`src/verilog/arcade_io_pkg.sv`:
```
package arcade_io_pkg;

  // bus and register widths
  typedef logic [7:0]  byte_t;
  typedef logic [7:0]  port_t;
  typedef logic [10:0] scroll_t;
  typedef logic [2:0]  layers_t;
  typedef logic [15:0] sample_t;

  // main cpu ports
  localparam port_t PORT_J1         = 8'h00;
  localparam port_t PORT_J2         = 8'h01;
  localparam port_t PORT_SYSTEM     = 8'h02;
  localparam port_t PORT_P1         = 8'h03;
  localparam port_t PORT_P2         = 8'h04;
  localparam port_t PORT_BANK_FLIP  = 8'h40;
  localparam port_t PORT_SCROLLX_LO = 8'h41;
  localparam port_t PORT_SCROLLX_HI = 8'h42;
  localparam port_t PORT_SCROLLY_LO = 8'h43;
  localparam port_t PORT_SCROLLY_HI = 8'h44;
  localparam port_t PORT_SND_CMD    = 8'h45;
  localparam port_t PORT_BOARD_ID   = 8'hc0;

  // audio cpu ports with the fm chip on 00 and 01
  localparam port_t PORT_FM_BASE    = 8'h00;
  localparam port_t PORT_DAC1       = 8'h02;
  localparam port_t PORT_DAC2       = 8'h03;
  localparam port_t PORT_SND_CLEAR  = 8'h04;
  localparam port_t PORT_SND_READ   = 8'h06;

  localparam byte_t BOARD_ID = 8'h58;

  // each dac lands 5 bits up in the mix
  localparam int DAC_SHIFT = 5;

  // audio timer period in clk_sys cycles
  localparam int AUDIO_IRQ_DIV = 6400;
  localparam int TIMER_W       = $clog2(AUDIO_IRQ_DIV);

  typedef logic [TIMER_W-1:0] timer_t;

  localparam timer_t TIMER_LAST = timer_t'(AUDIO_IRQ_DIV - 1);

endpackage
```
`src/verilog/snd_latch_if.sv`:
```
`timescale 1ns/10ps

// sound command path between the two cpus
interface snd_latch_if;

  logic                 wr;
  arcade_io_pkg::byte_t wr_data;
  arcade_io_pkg::byte_t q;
  logic                 clr;

  modport host (
    output wr,
    output wr_data
  );

  modport sound (
    output clr,
    input  q
  );

  modport latch (
    input  wr,
    input  wr_data,
    input  clr,
    output q
  );

endinterface

```
`src/verilog/arcade_io_top.sv`:
```
`timescale 1ns/10ps

module arcade_io_top (
  input  logic                   clk_sys,
  input  logic                   rst,
  input  arcade_io_pkg::port_t   main_addr,
  input  arcade_io_pkg::byte_t   main_dout,
  input  logic                   main_iorq_n,
  input  logic                   main_m1_n,
  input  arcade_io_pkg::byte_t   j1,
  input  arcade_io_pkg::byte_t   j2,
  input  arcade_io_pkg::byte_t   p1,
  input  arcade_io_pkg::byte_t   p2,
  input  arcade_io_pkg::byte_t   system,
  input  logic                   vs,
  output arcade_io_pkg::byte_t   main_io_data,
  output logic                   main_int_n,
  output arcade_io_pkg::scroll_t scrollx,
  output arcade_io_pkg::scroll_t scrolly,
  output arcade_io_pkg::layers_t layers,
  output logic                   bank,
  output logic                   flip,
  input  arcade_io_pkg::port_t   snd_addr,
  input  arcade_io_pkg::byte_t   snd_dout,
  input  logic                   snd_iorq_n,
  input  logic                   snd_m1_n,
  input  arcade_io_pkg::sample_t ym_sample,
  output arcade_io_pkg::byte_t   snd_io_data,
  output logic                   snd_int_n,
  output logic                   ym_cs,
  output logic                   ym_a0,
  output arcade_io_pkg::sample_t sound
);

  snd_latch_if latch_bus ();

  main_io_ports main_io (
    .clk_sys (clk_sys),
    .rst     (rst),
    .addr    (main_addr),
    .dout    (main_dout),
    .iorq_n  (main_iorq_n),
    .m1_n    (main_m1_n),
    .j1      (j1),
    .j2      (j2),
    .p1      (p1),
    .p2      (p2),
    .system  (system),
    .io_data (main_io_data),
    .scrollx (scrollx),
    .scrolly (scrolly),
    .layers  (layers),
    .bank    (bank),
    .flip    (flip),
    .latch   (latch_bus.host)
  );

  // irq on the falling edge of vsync
  cpu_irq_request vblank_irq (
    .clk_sys (clk_sys),
    .rst     (rst),
    .trigger (~vs),
    .iorq_n  (main_iorq_n),
    .m1_n    (main_m1_n),
    .int_n   (main_int_n)
  );

  sound_latch cmd_latch (
    .clk_sys (clk_sys),
    .rst     (rst),
    .latch   (latch_bus.latch)
  );

  sound_io_ports snd_io (
    .clk_sys   (clk_sys),
    .rst       (rst),
    .addr      (snd_addr),
    .dout      (snd_dout),
    .iorq_n    (snd_iorq_n),
    .m1_n      (snd_m1_n),
    .ym_sample (ym_sample),
    .io_data   (snd_io_data),
    .ym_cs     (ym_cs),
    .ym_a0     (ym_a0),
    .int_n     (snd_int_n),
    .sound     (sound),
    .latch     (latch_bus.sound)
  );

endmodule

```
`src/verilog/sound_io_ports.sv`:
```
`timescale 1ns/10ps

module sound_io_ports (
  input  logic                   clk_sys,
  input  logic                   rst,
  input  arcade_io_pkg::port_t   addr,
  input  arcade_io_pkg::byte_t   dout,
  input  logic                   iorq_n,
  input  logic                   m1_n,
  input  arcade_io_pkg::sample_t ym_sample,
  output arcade_io_pkg::byte_t   io_data,
  output logic                   ym_cs,
  output logic                   ym_a0,
  output logic                   int_n,
  output arcade_io_pkg::sample_t sound,
  snd_latch_if.sound             latch
);

  logic                   io_cyc;
  logic                   tick;
  arcade_io_pkg::timer_t  tick_cnt;
  arcade_io_pkg::byte_t   dac1;
  arcade_io_pkg::byte_t   dac2;
  arcade_io_pkg::sample_t dac1_mix;
  arcade_io_pkg::sample_t dac2_mix;

  assign io_cyc = ~iorq_n & m1_n;

  // fm chip decodes ports 00 and 01
  assign ym_cs = io_cyc & ({addr[7:1], 1'b0} == arcade_io_pkg::PORT_FM_BASE);
  assign ym_a0 = addr[0];

  always_ff @(posedge clk_sys) begin
    if (rst) begin
      io_data   <= '0;
      dac1      <= '0;
      dac2      <= '0;
      latch.clr <= 1'b0;
    end else begin
      latch.clr <= io_cyc & (addr == arcade_io_pkg::PORT_SND_CLEAR);
      if (io_cyc) begin
        case (addr)
          arcade_io_pkg::PORT_DAC1: begin
            dac1 <= dout;
          end
          arcade_io_pkg::PORT_DAC2: begin
            dac2 <= dout;
          end
          arcade_io_pkg::PORT_SND_READ: begin
            io_data <= latch.q;
          end
          default: begin
          end
        endcase
      end
    end
  end

  // free running period counter for the audio irq
  assign tick = (tick_cnt == arcade_io_pkg::TIMER_LAST);

  always_ff @(posedge clk_sys) begin
    if (rst) begin
      tick_cnt <= '0;
    end else if (tick) begin
      tick_cnt <= '0;
    end else begin
      tick_cnt <= tick_cnt + 1'b1;
    end
  end

  cpu_irq_request timer_irq (
    .clk_sys (clk_sys),
    .rst     (rst),
    .trigger (tick),
    .iorq_n  (iorq_n),
    .m1_n    (m1_n),
    .int_n   (int_n)
  );

  assign dac1_mix = arcade_io_pkg::sample_t'(dac1) << arcade_io_pkg::DAC_SHIFT;
  assign dac2_mix = arcade_io_pkg::sample_t'(dac2) << arcade_io_pkg::DAC_SHIFT;

  // sum wraps at 16 bits
  always_ff @(posedge clk_sys) begin
    if (rst) begin
      sound <= '0;
    end else begin
      sound <= ym_sample + dac1_mix + dac2_mix;
    end
  end

endmodule

```
`src/verilog/sound_latch.sv`:
```
`timescale 1ns/10ps

module sound_latch (
  input  logic       clk_sys,
  input  logic       rst,
  snd_latch_if.latch latch
);

  arcade_io_pkg::byte_t cmd;

  // write from the main cpu wins over a clear
  always_ff @(posedge clk_sys) begin
    if (rst) begin
      cmd <= '0;
    end else if (latch.wr) begin
      cmd <= latch.wr_data;
    end else if (latch.clr) begin
      cmd <= '0;
    end
  end

  assign latch.q = cmd;

endmodule

```
`src/verilog/main_io_ports.sv`:
```
`timescale 1ns/10ps

module main_io_ports (
  input  logic                   clk_sys,
  input  logic                   rst,
  input  arcade_io_pkg::port_t   addr,
  input  arcade_io_pkg::byte_t   dout,
  input  logic                   iorq_n,
  input  logic                   m1_n,
  input  arcade_io_pkg::byte_t   j1,
  input  arcade_io_pkg::byte_t   j2,
  input  arcade_io_pkg::byte_t   p1,
  input  arcade_io_pkg::byte_t   p2,
  input  arcade_io_pkg::byte_t   system,
  output arcade_io_pkg::byte_t   io_data,
  output arcade_io_pkg::scroll_t scrollx,
  output arcade_io_pkg::scroll_t scrolly,
  output arcade_io_pkg::layers_t layers,
  output logic                   bank,
  output logic                   flip,
  snd_latch_if.host              latch
);

  logic io_cyc;

  // plain i/o cycle rather than an interrupt ack
  assign io_cyc = ~iorq_n & m1_n;

  // bit 0 flags a pending command for the audio side
  assign latch.wr      = io_cyc & (addr == arcade_io_pkg::PORT_SND_CMD);
  assign latch.wr_data = {dout[6:0], 1'b1};

  always_ff @(posedge clk_sys) begin
    if (rst) begin
      io_data <= '0;
      scrollx <= '0;
      scrolly <= '0;
      layers  <= '0;
      bank    <= 1'b0;
      flip    <= 1'b0;
    end else if (io_cyc) begin
      case (addr)
        arcade_io_pkg::PORT_J1: begin
          io_data <= j1;
        end
        arcade_io_pkg::PORT_J2: begin
          io_data <= j2;
        end
        arcade_io_pkg::PORT_SYSTEM: begin
          io_data <= system;
        end
        arcade_io_pkg::PORT_P1: begin
          io_data <= p1;
        end
        arcade_io_pkg::PORT_P2: begin
          io_data <= p2;
        end
        arcade_io_pkg::PORT_BOARD_ID: begin
          io_data <= arcade_io_pkg::BOARD_ID;
        end
        arcade_io_pkg::PORT_BANK_FLIP: begin
          bank <= dout[7];
          flip <= dout[2];
        end
        arcade_io_pkg::PORT_SCROLLX_LO: begin
          scrollx[7:0] <= dout;
        end
        arcade_io_pkg::PORT_SCROLLX_HI: begin
          // layer enables share this port with the scroll msbs
          layers        <= dout[7:5];
          scrollx[10:8] <= dout[2:0];
        end
        arcade_io_pkg::PORT_SCROLLY_LO: begin
          scrolly[7:0] <= dout;
        end
        arcade_io_pkg::PORT_SCROLLY_HI: begin
          scrolly[10:8] <= dout[2:0];
        end
        default: begin
        end
      endcase
    end
  end

endmodule

```
`src/verilog/cpu_irq_request.sv`:
```
`timescale 1ns/10ps

module cpu_irq_request (
  input  logic clk_sys,
  input  logic rst,
  input  logic trigger,
  input  logic iorq_n,
  input  logic m1_n,
  output logic int_n
);

  logic trigger_q;
  logic ack;

  // z80 acknowledges with iorq and m1 both low
  assign ack = ~iorq_n & ~m1_n;

  always_ff @(posedge clk_sys) begin
    if (rst) begin
      trigger_q <= 1'b0;
      int_n     <= 1'b1;
    end else begin
      trigger_q <= trigger;
      // a new request beats a pending ack
      if (trigger & ~trigger_q) begin
        int_n <= 1'b0;
      end else if (ack) begin
        int_n <= 1'b1;
      end
    end
  end

endmodule

```
`config.mk`:
```
export PLATFORM = sky130hd
export DESIGN_NAME = arcade_io_top
export DESIGN_NICKNAME = d
export VERILOG_FILES = /design/src/verilog/arcade_io_pkg.sv /design/src/verilog/snd_latch_if.sv /design/src/verilog/arcade_io_top.sv /design/src/verilog/sound_io_ports.sv /design/src/verilog/sound_latch.sv /design/src/verilog/main_io_ports.sv /design/src/verilog/cpu_irq_request.sv
export SDC_FILE = /design/constraint.sdc
export NUM_CORES = 1
export LEC_CHECK = 0
export CORE_MARGIN = 4
export CORE_UTILIZATION = 35
export CTS_CLUSTER_DIAMETER = 200
export DETAILED_ROUTE_END_ITERATION = 8
export DONT_BUFFER_PORTS = 1
export PLACE_DENSITY = 0.46
export SLEW_MARGIN = 20
export SYNTH_ARGS = -nofsm -noshare
export SYNTH_HDL_FRONTEND = slang
export SYNTH_SLANG_ARGS = --single-unit
```
`constraint.sdc`:
```
create_clock -name clk_sys -period 3.9 [get_ports clk_sys]
set_input_delay 0.78 -clock clk_sys [delete_from_list [all_inputs] [get_ports clk_sys]]
set_output_delay 0.78 -clock clk_sys [all_outputs]
set_load 0.05 [all_outputs]
```
==> impl_metrics.tcl <==
set metrics [dict create \
    io_buffer_count 0 \
    seq_area_sq_um 2020 \
    grt_pass1_wl_um 17300 \
    pre_cts_slack_ps 762 \
    die_w_um 122 \
    post_cts_buffers 0 \
    netlist_area_sq_um 4570 \
    worst_pin_slew_ps 666 \
    dieArea_sq_um 14900 \
    async_flop_share_pct 0 \
    clockBufferDepth 2 \
    period_minus_slack_ps 2840 \
    wl_um 10800 \
    crit_path_max_incr_delay_ps 530 \
    vias_per_cell 5.16 \
    hold_viol 0 \
    insertion_delay_ps 350 \
    cts_tree "built" \
    post-route-drc-count 0 \
    post_drt_wl_per_cell_um 16.9 \
    synth_nets 587 \
    hold_ws_ps 457 \
    arrival_ps 2060 \
    path_cells "or4_4, nor4b_4, nor3b_2, buf_4" \
    ys_warn_count 0 \
    path_depth 4 \
    cp-start-kind "input port" \
    finalClockSkew_ps 7.66 \
    overflow 0 \
    timing.rr.end "snd_io.sound[14]" \
    synth-edff-count 0 \
    outcome "completed" \
    cp.required_ps 3120 \
    cts_inserted_buffers 9 \
    io-pin-count 158 \
    seq_area_frac_synth_pct 44.3 \
    synth-main-ff-cell "dfxtp_1" \
    r2r_setup_slack_ps 1190 \
    rows 41 \
    coreArea_sq_um 12700 \
    final_common_cell "dfxtp_1" \
    power_density_nw_per_um2 417 \
    reg2reg_depth 9 \
    multiInputGateArea_sq_um 2410 \
    crit_end "ym_cs" \
    fillers 1282 \
    start_util_pct 36.0 \
    ys_types 51 \
    drv_slew 0 \
    worst_slack_ps 1060 \
    grt_max_degree 89 \
    rsz0062_at_grt "false" \
    syn_inst 474 \
    cts.clk_slew.worst_paths_ps 70 \
    post_cts_resized 0 \
    antenna_found_initial 0 \
    ant_nets 0 \
    area_growth_syn_to_layout_pct 9.62 \
    fin_crit_sh_pct 72.7 \
    cts.sinks 101 \
    hold_buffers 0 \
    grt_pass1_vias 3254 \
    antennaDiodeCount 0 \
    reg2reg_from "snd_io.dac2[1]" \
    routabilityCongestion 0.820 \
    setup_viol 0 \
    clk_root_buffer_cell "clkbuf_16" \
    critPathKind "input port to primary output" \
    vias 3300 \
    drt_iter0_drc 115 \
    final_cell_mix "101 x dfxtp_1, 93 x nor2_1, 64 x mux2i_1" \
    dr.pass1.iters 4 \
    p_leak_nw 2.08 \
    slew_headroom_pct 55.3 \
    fp.dieH_um 122 \
    cpMaxStageDelayCell "or4_4" \
    irDropWorstVdd_mv 0.177 \
    fin_nets 576 \
    clock.fmax_ghz 0.353 \
    crit_path_end_kind "primary output" \
    cap_violations 0 \
    crit_family "simple AND/OR/NAND/NOR gates" \
    ctsHtreeMaxLevel 3 \
    dp.final_hpwl_um 7950 \
    crit_buf_inv 1 \
    crit_path_start "snd_addr[4]" \
    hold_class "flop to flop" \
    grt_use_total_pct 14.7 \
    ys_ff_latch 101 \
    fin_tns_setup_ps 0 \
    drive_above_1_share_pct 5.34 \
    critical_path.max_fanout 5 \
    syn_avg_cell_area_sq_um 9.63 \
]
[cell usage after synthesis (all sizes together) (3+ instances only)]
| cell | number | area share (%) |
|---|---|---|
| a211oi | 9 | 1.5 |
| a21oi | 6 | 0.66 |
| a22oi | 8 | 1.3 |
| a32oi | 3 | 0.58 |
| buf | 13 | 1.5 |
| clkbuf | 10 | 0.82 |
| dfxtp | 101 | 44 |
| fa | 9 | 3.9 |
| ha | 9 | 2.5 |
| inv | 9 | 0.74 |
| mux2i | 64 | 14 |
| nand2 | 18 | 1.5 |
| nand2b | 3 | 0.41 |
| nand3 | 11 | 1.2 |
| nand4 | 3 | 0.41 |
| nor2 | 93 | 7.6 |
| nor2b | 20 | 2.7 |
| nor3 | 14 | 1.5 |
| o211ai | 5 | 0.82 |
| o21a | 4 | 0.66 |
| o21ai | 5 | 0.55 |
| o22ai | 10 | 1.4 |
| or4 | 5 | 0.90 |
| xnor2 | 4 | 0.77 |
| xor2 | 9 | 1.7 |
[how the worst min path moves through the flow]
stage,startpoint,to,slack [ps],depth (start not counted)
5_1_grt,vblank_irq.trigger_q,vblank_irq.int_n,480,2
6_report,vblank_irq.trigger_q,vblank_irq.int_n,460,2
3_3_place_gp,vblank_irq.trigger_q,vblank_irq.int_n,440,2
2_1_floorplan,vblank_irq.trigger_q,vblank_irq.int_n,430,2
3_5_place_dp,vblank_irq.trigger_q,vblank_irq.int_n,450,2
4_1_cts,vblank_irq.trigger_q,vblank_irq.int_n,460,2
[sequential cells by signal, summed over array words and instances (netlist names), 8 cells and up]
name and cells:
cmd_latch.latch.q 8, main_io.io_data 8, snd_io.dac1 8, snd_io.io_data 8
snd_io.dac2 8, snd_io.tick_cnt 13, snd_io.sound 16, main_io.scrolly 11
main_io.scrollx 11
[per-stage QoR]
step | std cells | cell area, sq um | total power (W) | util [%]
after floorplan | 474 | 4570 | 0.00118 | -
after global placement | 624 | 4690 | 0.00117 | 37.0
after detailed placement | 624 | 4690 | 0.00117 | 37.0
after CTS | 640 | 5000 | 0.00212 | 39.5
after global routing | 640 | 5000 | 0.00217 | 39.5
final | 640 | 5000 | 0.00209 | 39.5
[layer usage]
metal  global-route usage (%)  wire, um  up-vias
li1                         -         -     1645
met2                     23.5      5050      108
met3                     5.44       952       12
met4                     4.62       132        0
met5                        0         0        -
met1                     18.6      4700     1535
[logic make-up (layout without fill, tap and decap cells)]
kind of cell / count (synthesis) / after routing / share of synthesized area [%]
XOR/XNOR: 13 / 13 / 2.49
adder cells (fa/ha/maj): 18 / 18 / 6.41
multiplexers: 66 / 66 / 14.5
flip-flops: 101 / 101 / 44.3
buffers and inverters: 32 / 26 / 3.04
AND/OR/NAND/NOR: 187 / 187 / 20.6
AO/OA/AOI/OAI: 57 / 57 / 8.63
[tightest hold or removal path, delay by kind of cell, from the launching register on]
| family | cells | cell delay [ps] |
|---|---|---|
| compound gates | 1 | 60 |
| flops | 1 | 310 |
| simple gates | 1 | 50 |
[power by group]
group	switching [W]	leakage [nW]	internal [W]
clock network	0.000423	0.157	0.000515
logic	0.0000308	1.10	0.0000320
registers	0.0000432	0.819	0.00104
[layout make-up]
class,count,area share (%)
Multi-Input combinational cell,341,48.1
Clock buffer,9,4.50
Clock inverter,7,1.83
Timing Repair Buffer,1,0.150
Sequential cell,101,40.4
Inverter,9,0.675
Tap cell,172,4.30
(Power assumes the default switching activity.)
